$ cat config.mk
export PLATFORM = sky130hd
export DESIGN_NAME = issue_sched_top
export DESIGN_NICKNAME = d
export VERILOG_FILES = /design/src/common/sched_geom_pkg.sv /design/src/common/uop_pkg.sv /design/src/common/wakeup_dispatch_if.sv /design/src/wakeup/dependency_matrix.sv /design/src/wakeup/free_entry_queue.sv /design/src/wakeup/issue_select.sv /design/src/wakeup/wakeup_logic.sv /design/src/hw/issue_sched_top.sv
export SDC_FILE = /design/constraint.sdc
export NUM_CORES = 1
export LEC_CHECK = 0
export BUFFER_PORTS_ARGS = -buffer_cell sky130_fd_sc_hd__buf_2
export CAP_MARGIN = 20
export CORE_AREA = 2 2 121 182
export CTS_BUF_LIST = sky130_fd_sc_hd__clkbuf_4 sky130_fd_sc_hd__clkbuf_8 sky130_fd_sc_hd__clkbuf_16
export CTS_CLUSTER_SIZE = 28
export DETAILED_ROUTE_END_ITERATION = 8
export DIE_AREA = 0 0 123 184
export PLACE_DENSITY = 0.82
export SETUP_SLACK_MARGIN = 0.1
export SLEW_MARGIN = 20
export SYNTH_ARGS = -nofsm -noshare
export SYNTH_HDL_FRONTEND = slang
export SYNTH_SLANG_ARGS = --single-unit
$ cat constraint.sdc
create_clock -name clk -period 3.02 [get_ports clk]
set_input_delay 0.151 -clock clk [delete_from_list [all_inputs] [get_ports clk]]
set_output_delay 0.151 -clock clk [all_outputs]
set_load 0.01 [all_outputs]
$ cat src/common/sched_geom_pkg.sv
package sched_geom_pkg;

    // Upper bounds on the scheduler shape; real sizes come from the top level parameters
    localparam int MAX_RS_ENTRIES = 16;
    localparam int MAX_FUS        = 4;

    localparam int ENTRY_IDX_W = $clog2(MAX_RS_ENTRIES);  // 4 bits
    localparam int FU_ID_W     = $clog2(MAX_FUS);         // 2 bits
    localparam int PROD_TAG_W  = FU_ID_W + ENTRY_IDX_W;   // {fu, entry}

    typedef logic [ENTRY_IDX_W-1:0] entry_idx_t;  // Reservation station slot
    typedef logic [FU_ID_W-1:0]     fu_id_t;      // Functional unit number
    typedef logic [PROD_TAG_W-1:0]  prod_tag_t;   // Where a producer lives

    // Functional unit field sits in the upper bits of a tag
    function automatic fu_id_t tag_fu(prod_tag_t tag);
        return tag[PROD_TAG_W-1 -: FU_ID_W];
    endfunction

    // Entry field, lower bits
    function automatic entry_idx_t tag_entry(prod_tag_t tag);
        return tag[ENTRY_IDX_W-1:0];
    endfunction

endpackage

$ cat src/common/uop_pkg.sv
package uop_pkg;

    localparam int LATENCY_W = 4;
    localparam int SRC_REF_W = 1 + sched_geom_pkg::PROD_TAG_W;  // Valid bit plus tag

    typedef logic [LATENCY_W-1:0] latency_t;  // Grant to result usable, in cycles
    typedef logic [SRC_REF_W-1:0] src_ref_t;  // {valid, fu, entry}

    function automatic logic src_valid(src_ref_t src);
        return src[SRC_REF_W-1];
    endfunction

    function automatic sched_geom_pkg::prod_tag_t src_tag(src_ref_t src);
        return src[sched_geom_pkg::PROD_TAG_W-1:0];
    endfunction

    // A zero latency op still needs one cycle before its column clears
    function automatic latency_t eff_latency(latency_t lat);
        return (lat == '0) ? latency_t'(1) : lat;
    endfunction

endpackage

$ cat src/common/wakeup_dispatch_if.sv
`timescale 1ns/1ps

// Dispatch side of the wakeup block
// Accepted when dispatch_valid and entry_free are both high; slot is entry_index that cycle
interface wakeup_dispatch_if;

    logic                       dispatch_valid;
    uop_pkg::src_ref_t          src1;          // First operand producer
    uop_pkg::src_ref_t          src2;          // Second operand producer
    sched_geom_pkg::fu_id_t     fu;            // Unit this micro-op runs on
    uop_pkg::latency_t          latency;
    logic                       entry_free;    // Free queue not empty
    sched_geom_pkg::entry_idx_t entry_index;   // Free queue head

    modport source (
        output dispatch_valid, src1, src2, fu, latency,
        input  entry_free, entry_index
    );

    modport wakeup (
        input  dispatch_valid, src1, src2, fu, latency,
        output entry_free, entry_index
    );

endinterface

$ cat src/wakeup/dependency_matrix.sv
`timescale 1ns/1ps

// Dependency bits for one functional unit
// Row is the waiting entry, column is the producer entry
module dependency_matrix #(
    parameter int rows = 8,
    parameter int cols = 8
) (
    input  logic                       clk,
    input  logic                       rst,
    input  logic                       w_en,        // Allocate and load a row
    input  sched_geom_pkg::entry_idx_t w_row,
    input  logic [cols-1:0]            set_cols,    // Producers this row waits on
    input  logic [cols-1:0]            clear_col,   // Producers whose results are ready
    input  logic                       free_en,     // Entry completed
    input  sched_geom_pkg::entry_idx_t free_row,
    output logic [rows-1:0]            row_pending
);

    logic [cols-1:0] dep_bits [rows];
    logic [cols-1:0] dep_next [rows];

    always_comb begin
        for (int r = 0; r < rows; r++) begin
            // Broadcast clear reaches every row
            dep_next[r] = dep_bits[r] & ~clear_col;

            if (free_en && (free_row == sched_geom_pkg::entry_idx_t'(r))) begin
                dep_next[r] = '0;  // Row no longer holds a micro-op
            end

            // New row, minus producers that wake up this very cycle
            if (w_en && (w_row == sched_geom_pkg::entry_idx_t'(r))) begin
                dep_next[r] = set_cols & ~clear_col;
            end
        end
    end

    always_ff @(posedge clk) begin
        if (rst) begin
            for (int r = 0; r < rows; r++) begin
                dep_bits[r] <= '0;
            end
        end else begin
            for (int r = 0; r < rows; r++) begin
                dep_bits[r] <= dep_next[r];
            end
        end
    end

    // Any set bit keeps the row waiting
    always_comb begin
        for (int r = 0; r < rows; r++) begin
            row_pending[r] = |dep_bits[r];
        end
    end

endmodule

$ cat src/wakeup/free_entry_queue.sv
`timescale 1ns/1ps

// Circular queue of free reservation station slots
// Starts full with 0..depth-1 so the first allocations come out in order
module free_entry_queue #(
    parameter int depth = 8
) (
    input  logic                       clk,
    input  logic                       rst,
    input  logic                       push,        // Completed entry returns
    input  sched_geom_pkg::entry_idx_t push_index,
    input  logic                       pop,         // Dispatch takes the head
    output sched_geom_pkg::entry_idx_t head,
    output logic                       empty
);

    localparam int PTR_W = (depth > 1) ? $clog2(depth) : 1;
    localparam int CNT_W = $clog2(depth + 1);

    sched_geom_pkg::entry_idx_t slots [depth];
    logic [PTR_W-1:0]           rd_ptr;
    logic [PTR_W-1:0]           wr_ptr;
    logic [CNT_W-1:0]           count;
    logic                       do_pop;

    // Wrap explicitly, depth need not be a power of two
    function automatic logic [PTR_W-1:0] next_ptr(logic [PTR_W-1:0] ptr);
        return (ptr == PTR_W'(depth - 1)) ? '0 : ptr + 1'b1;
    endfunction

    assign empty  = (count == '0);
    assign do_pop = pop && !empty;     // Pop on empty is ignored
    assign head   = slots[rd_ptr];

    always_ff @(posedge clk) begin
        if (rst) begin
            for (int i = 0; i < depth; i++) begin
                slots[i] <= sched_geom_pkg::entry_idx_t'(i);
            end
            rd_ptr <= '0;
            wr_ptr <= '0;              // Full, so write pointer meets read pointer
            count  <= CNT_W'(depth);
        end else begin
            if (push) begin
                slots[wr_ptr] <= push_index;
                wr_ptr        <= next_ptr(wr_ptr);
            end
            if (do_pop) begin
                rd_ptr <= next_ptr(rd_ptr);
            end
            if (push && !do_pop) begin
                count <= count + 1'b1;
            end else if (do_pop && !push) begin
                count <= count - 1'b1;
            end
        end
    end

endmodule

$ cat src/wakeup/issue_select.sv
`timescale 1ns/1ps

// Fixed priority select, lowest requesting index wins
// One grant per cycle, registered, so issue follows a request by one cycle
module issue_select #(
    parameter int rs_entries = 8
) (
    input  logic                       clk,
    input  logic                       rst,
    input  logic [rs_entries-1:0]      request_vector,
    output logic                       grant_valid,
    output sched_geom_pkg::entry_idx_t grant_index
);

    logic                       pick_valid;
    sched_geom_pkg::entry_idx_t pick_index;

    // Scan from the top down so the last hit is the lowest index
    always_comb begin
        pick_valid = 1'b0;
        pick_index = '0;
        for (int i = rs_entries - 1; i >= 0; i--) begin
            if (request_vector[i]) begin
                pick_valid = 1'b1;
                pick_index = sched_geom_pkg::entry_idx_t'(i);
            end
        end
    end

    always_ff @(posedge clk) begin
        if (rst) begin
            grant_valid <= 1'b0;
            grant_index <= '0;
        end else begin
            grant_valid <= pick_valid;
            grant_index <= pick_index;   // Held value is don't care without grant_valid
        end
    end

endmodule

$ cat src/wakeup/wakeup_logic.sv
`timescale 1ns/1ps

// Allocation, dependency tracking and speculative wakeup for the issue queue
// A granted producer counts down its latency, then clears its column everywhere
module wakeup_logic #(
    parameter int rs_entries = 8,
    parameter int num_fus    = 2
) (
    input  logic                       clk,
    input  logic                       rst,
    wakeup_dispatch_if.wakeup          dispatch,
    input  logic                       grant_valid,
    input  sched_geom_pkg::entry_idx_t grant_index,
    input  logic                       complete_valid,
    input  sched_geom_pkg::entry_idx_t complete_index,
    output logic [rs_entries-1:0]      request_vector,
    output sched_geom_pkg::fu_id_t     issue_fu
);

    sched_geom_pkg::fu_id_t             entry_fu  [rs_entries];
    uop_pkg::latency_t                  entry_lat [rs_entries];
    uop_pkg::latency_t                  countdown [rs_entries];
    logic [rs_entries-1:0]              live;       // Slot holds a micro-op
    logic [rs_entries-1:0]              selected;   // Issued, waiting for completion
    logic [rs_entries-1:0]              counting;
    logic [rs_entries-1:0]              done;       // Result already broadcast
    logic [rs_entries-1:0]              expire;     // Countdown hits zero this cycle
    logic [rs_entries-1:0]              satisfied;  // Consumers need no bit for this producer
    logic [rs_entries-1:0]              pending;
    logic [num_fus-1:0][rs_entries-1:0] set_cols;
    logic [num_fus-1:0][rs_entries-1:0] fu_pending;
    uop_pkg::src_ref_t                  srcs [2];
    logic                               alloc;
    sched_geom_pkg::entry_idx_t         alloc_index;
    logic                               queue_empty;

    assign dispatch.entry_free  = !queue_empty;
    assign dispatch.entry_index = alloc_index;
    assign alloc   = dispatch.dispatch_valid && !queue_empty;
    assign srcs[0] = dispatch.src1;
    assign srcs[1] = dispatch.src2;

    free_entry_queue #(
        .depth(rs_entries)
    ) u_free_queue (
        .clk       (clk),
        .rst       (rst),
        .push      (complete_valid),
        .push_index(complete_index),
        .pop       (alloc),
        .head      (alloc_index),
        .empty     (queue_empty)
    );

    always_comb begin
        for (int i = 0; i < rs_entries; i++) begin
            expire[i] = counting[i] && (countdown[i] == uop_pkg::latency_t'(1));
        end
    end

    // Freed, already woken, or waking now
    assign satisfied = ~live | done | expire;

    // Matrix picked by the source's unit, column by its entry
    always_comb begin
        set_cols = '0;
        for (int s = 0; s < 2; s++) begin
            for (int f = 0; f < num_fus; f++) begin
                for (int j = 0; j < rs_entries; j++) begin
                    if (uop_pkg::src_valid(srcs[s]) && !satisfied[j]
                        && (sched_geom_pkg::tag_fu(uop_pkg::src_tag(srcs[s]))
                            == sched_geom_pkg::fu_id_t'(f))
                        && (sched_geom_pkg::tag_entry(uop_pkg::src_tag(srcs[s]))
                            == sched_geom_pkg::entry_idx_t'(j))) begin
                        set_cols[f][j] = 1'b1;
                    end
                end
            end
        end
    end

    // Column j only ever holds bits in its producer's unit matrix, so one clear vector serves all
    for (genvar f = 0; f < num_fus; f++) begin : g_matrix
        dependency_matrix #(
            .rows(rs_entries),
            .cols(rs_entries)
        ) u_matrix (
            .clk        (clk),
            .rst        (rst),
            .w_en       (alloc),
            .w_row      (alloc_index),
            .set_cols   (set_cols[f]),
            .clear_col  (expire),
            .free_en    (complete_valid),
            .free_row   (complete_index),
            .row_pending(fu_pending[f])
        );
    end

    always_comb begin
        pending = '0;
        for (int f = 0; f < num_fus; f++) begin
            pending = pending | fu_pending[f];
        end
    end

    // The entry on the grant register this cycle gets its selected flag only at the edge
    always_comb begin
        for (int i = 0; i < rs_entries; i++) begin
            request_vector[i] = live[i] && !pending[i] && !selected[i]
                && !(grant_valid && (grant_index == sched_geom_pkg::entry_idx_t'(i)));
        end
    end

    always_comb begin
        issue_fu = '0;
        for (int i = 0; i < rs_entries; i++) begin
            if (grant_index == sched_geom_pkg::entry_idx_t'(i)) begin
                issue_fu = entry_fu[i];
            end
        end
    end

    always_ff @(posedge clk) begin
        for (int i = 0; i < rs_entries; i++) begin
            if (alloc && (alloc_index == sched_geom_pkg::entry_idx_t'(i))) begin
                entry_fu[i]  <= dispatch.fu;
                entry_lat[i] <= dispatch.latency;
            end
        end
    end

    always_ff @(posedge clk) begin
        if (rst) begin
            live     <= '0;
            selected <= '0;
            counting <= '0;
            done     <= '0;
            for (int i = 0; i < rs_entries; i++) begin
                countdown[i] <= '0;
            end
        end else begin
            for (int i = 0; i < rs_entries; i++) begin
                if (expire[i]) begin
                    counting[i] <= 1'b0;
                    done[i]     <= 1'b1;
                end
                if (counting[i]) begin
                    countdown[i] <= countdown[i] - 1'b1;
                end
                // Grant starts the latency count
                if (grant_valid && (grant_index == sched_geom_pkg::entry_idx_t'(i))) begin
                    selected[i]  <= 1'b1;
                    counting[i]  <= 1'b1;
                    done[i]      <= 1'b0;
                    countdown[i] <= uop_pkg::eff_latency(entry_lat[i]);
                end
                if (complete_valid && (complete_index == sched_geom_pkg::entry_idx_t'(i))) begin
                    live[i]     <= 1'b0;
                    selected[i] <= 1'b0;
                end
                if (alloc && (alloc_index == sched_geom_pkg::entry_idx_t'(i))) begin
                    live[i]     <= 1'b1;   // New occupant starts clean
                    selected[i] <= 1'b0;
                    counting[i] <= 1'b0;
                    done[i]     <= 1'b0;
                end
            end
        end
    end

endmodule

$ cat src/hw/issue_sched_top.sv
`timescale 1ns/1ps

// Wakeup and select stage of the issue queue
module issue_sched_top #(
    parameter int rs_entries = 8,
    parameter int num_fus    = 2
) (
    input  logic                       clk,
    input  logic                       rst,
    input  logic                       dispatch_valid,
    input  logic                       src1_valid,
    input  sched_geom_pkg::prod_tag_t  src1_tag,
    input  logic                       src2_valid,
    input  sched_geom_pkg::prod_tag_t  src2_tag,
    input  sched_geom_pkg::fu_id_t     dispatch_fu,
    input  uop_pkg::latency_t          dispatch_latency,
    input  logic                       complete_valid,     // Execute finished an entry
    input  sched_geom_pkg::entry_idx_t complete_index,
    output logic                       entry_free,
    output sched_geom_pkg::entry_idx_t entry_index,
    output logic                       issue_valid,
    output sched_geom_pkg::entry_idx_t issue_index,
    output sched_geom_pkg::fu_id_t     issue_fu
);

    wakeup_dispatch_if     dispatch_bus ();
    logic [rs_entries-1:0] request_vector;

    // Pack the flat dispatch ports onto the bus
    assign dispatch_bus.dispatch_valid = dispatch_valid;
    assign dispatch_bus.src1           = {src1_valid, src1_tag};
    assign dispatch_bus.src2           = {src2_valid, src2_tag};
    assign dispatch_bus.fu             = dispatch_fu;
    assign dispatch_bus.latency        = dispatch_latency;
    assign entry_free                  = dispatch_bus.entry_free;
    assign entry_index                 = dispatch_bus.entry_index;

    wakeup_logic #(
        .rs_entries(rs_entries),
        .num_fus   (num_fus)
    ) u_wakeup (
        .clk           (clk),
        .rst           (rst),
        .dispatch      (dispatch_bus.wakeup),
        .grant_valid   (issue_valid),
        .grant_index   (issue_index),
        .complete_valid(complete_valid),
        .complete_index(complete_index),
        .request_vector(request_vector),
        .issue_fu      (issue_fu)
    );

    // Registered grant is the issue itself
    issue_select #(
        .rs_entries(rs_entries)
    ) u_select (
        .clk           (clk),
        .rst           (rst),
        .request_vector(request_vector),
        .grant_valid   (issue_valid),
        .grant_index   (issue_index)
    );

endmodule

==> impl_results.md <==
- Peak supply drop: 0.420 mV
- Pwr per Cell Area: 630 nW/um^2
- Post-synth top area share: 0.288
- Crit path kind: reg -> reg
- GRT Util Overall: 0.266
- Area leader, netlist: dfxtp_1
- Met3 wire length: 1.64 mm
- Pre-antenna DRT Iters: 6
- Final antenna-violating net count: 0
- Vias/cell: 6.39
- CP Data Required Time: 3.42 ns
- Ys Warns: 0
- Cts bufs inserted: 25
- Post-cts sizing count: 0
- Layout fillers: 1629
- Post-synthesis cell type count: 59
- CP top delay family: simple AND/OR/NAND/NOR gates
- Syn Inst Count: 1197
- Commonest non-fill, non-tap cell in the layout: dfxtp_1
- Maximum clock rate: 0.357 GHz
- Largest net degree at the start of global routing: 62
- Top sig layer: met4
- Max Slew Vio Count: 0
- Sequential Area: 6910 um^2
- First-pass GRT wire length: 47.0 mm
- Total power: 8.52 mW
- Clk sinks: 289
- # DRC: 0
- Hold Worst Slack: 0.0746 ns
- Seq cells post-synth: 289
- Routed length per instance: 20.1 um
- RePlAce Congestion: 0.883
- Initial antenna violation count: 0
- P_leak: 4.76 nW
- Worst skew pair latency: 0.52 ns
- CTS H-tree depth: 1
- Share of post-route cells with drive strength above 1: 0.118
- Hold Crit Class: in -> reg
- Synth Area per Inst: 10.3 um^2
- Top area cells in the synthesized netlist: dfxtp_1 (29%), edfxtp_1 (27%), nand4_1 (7.0%)
- Wl on met1: 11.3 mm
- Critical path buffer and inverter count: 1
- EDFF count, synth: 112
- Grt total ovfl: 0
- Max-Cap Viols: 0
- Critical path arrival: 3.21 ns
- Wire length on met2: 16.1 mm
- CTS tree: done
- Syn_nets: 1249
- Setup Skew: 0.00913 ns
- Max stage delay cell, worst path: or4_1
- Synth Cell Area: 12300 um^2
- Clock buffer depth: 3
- Final wirelength: 30.3 mm
- Slowest stage delay, CP: 0.61 ns
- Status: complete, no violations
- Register area share after synthesis: 0.561
- Most frequent cells in the layout: dfxtp_1 (177), nand4_1 (137), edfxtp_1 (112)
- Initial drt markers: 905
- Multi-input logic area: 4910 um^2
- Vias in the first global route: 9153
- Final setup violation count: 0
- Final Instance Area: 13500 um^2
- Crit Path Max Fanout: 4
- Core area: 21000 um^2
- Tcrit/Tclk final: 0.928
- Top Ports: 40
- Top FF cell, synth: dfxtp_1
- Critical path, cell by cell: or4_1, nand2_1, ha_1, inv_1, ha_1, a21o_1, a21oi_1, xnor2_1, o21ai_0, or3b_2
- Row count: 65
- Slew @ Worst Pin: 1.04 ns
- Async S/R FF share, synth: 0
- Hold Violations, Final: 0
- Final nets: 1276
- CP endpoint kind: flop
- Routed vias: 9646
- CP dominant cell by count: ha_1
- Die width: 123 um
- I/O Buffers: 38
- Critical Path Start Type: flop
- Die area: 22600 um^2
- Ant diodes: 0
- Die height: 184 um
- Final Critical Period: 2.80 ns
- Rel. slew slack: 0.303
- Area growth from synthesis to layout: 9.90%
- DP Wirelength: 21.1 mm
- Area post-placement: 12700 um^2
- RSZ-0062 raised after global routing: no
- Initial Util: 0.587
- Clk slew on worst S/H paths: 0.07 ns
- Setup TNS Final: 0 ns
- CTS Root Cell: clkbuf_16
-- metrics by stage --
step	cells	worst slack, ns	util
CTS	1509	0.208	0.645
finish	1510	0.216	0.645
floorplan	1197	0.144	-
detailed placement	1457	0.213	0.604
global route	1510	0.110	0.645
global placement	1457	0.257	0.604
-- area by class of cell --
cell class | count | area share
clock buffer | 35 | 0.0531
multi-input combinational | 801 | 0.363
sequential | 289 | 0.510
clock inverter | 10 | 0.00527
timing repair buffer | 72 | 0.0344
tap | 268 | 0.0248
inverter | 35 | 0.00970
-- registers in the layout, summed over array words and instances (netlist names), named ones only --
register	count
u_wakeup.u_free_queue.rd_ptr	3
u_wakeup.counting	8
u_wakeup.u_free_queue.count	4
u_wakeup.live	8
u_wakeup.countdown	32
u_wakeup.entry_fu	16
u_wakeup.u_free_queue.slots	32
u_wakeup.selected	8
u_wakeup.g_matrix.u_matrix.dep_bits	128
u_wakeup.entry_lat	32
u_select.grant_valid	1
u_wakeup.done	8
u_wakeup.u_free_queue.wr_ptr	3
u_select.grant_index	3
-- cells in the mapped netlist, types with 27 or more instances --
cell type  count
dfxtp_1      177
nand4_1      137
edfxtp_1     112
nor2_1        99
o21ai_0       73
o21ai_1       71
nand2_1       66
clkbuf_1      51
a21oi_1       41
nor3_1        35
inv_1         34
or3_1         29
nor4_1        27
-- worst paths after layout --
kind                                                                 start                                                       end  slack (ns)  cells after the start
hold reg to reg   u_wakeup.g_matrix[0].u_matrix.dep_bits[1][27]$_SDFF_PP0_  u_wakeup.g_matrix[0].u_matrix.dep_bits[1][27]$_SDFF_PP0_        0.46                      2
setup / recovery               u_wakeup.u_free_queue.count[0]$_SDFFE_PP0P_               u_wakeup.u_free_queue.count[3]$_SDFFE_PP1P_        0.22                     10
hold / removal                                              complete_valid              u_wakeup.u_free_queue.wr_ptr[2]$_SDFFE_PP0P_        0.07                      3
setup reg to reg               u_wakeup.u_free_queue.count[0]$_SDFFE_PP0P_               u_wakeup.u_free_queue.count[3]$_SDFFE_PP1P_        0.22                     10
-- worst register-to-register path, delay by kind of cell (launching register included) --
family | cells | cell delay (ns)
flops | 1 | 0.36
simple gates | 3 | 1.17
fa+ha+maj | 2 | 0.49
buf+inv | 1 | 0.10
xor+xnor | 1 | 0.10
compound gates | 3 | 0.47
-- where the power goes --
group | switching [mW] | internal (mW)
Clock | 1.38 | 1.75
Combinational | 0.640 | 0.392
Sequential | 0.145 | 4.22
Total | 2.16 | 6.36
-- what timing repair did --
item	CTS	global route
hold buffers	7	0
endpoints found under the hold margin	50	0
buffers inserted	0	0
-- cell families (layout without fill, tap and decap cells) --
kind of cell	after synthesis	after routing	synth area share
flip-flops	289	289	0.561
other	1	1	0.000304
AO/OA/AOI/OAI	239	239	0.108
AND/OR/NAND/NOR	500	500	0.224
multiplexers	18	18	0.0279
XOR/XNOR	19	19	0.0135
buffers and inverters	107	152	0.0412
adder cells (fa/ha/maj)	24	24	0.0250
-- metal layers --
metal  vias up  GRT usage
met5         -          0
met4         0      0.124
met3        96     0.0344
met2       367      0.486
met1      4659      0.304
li1       4524          -
No activity file was read; power rests on OpenSTA's default activity.
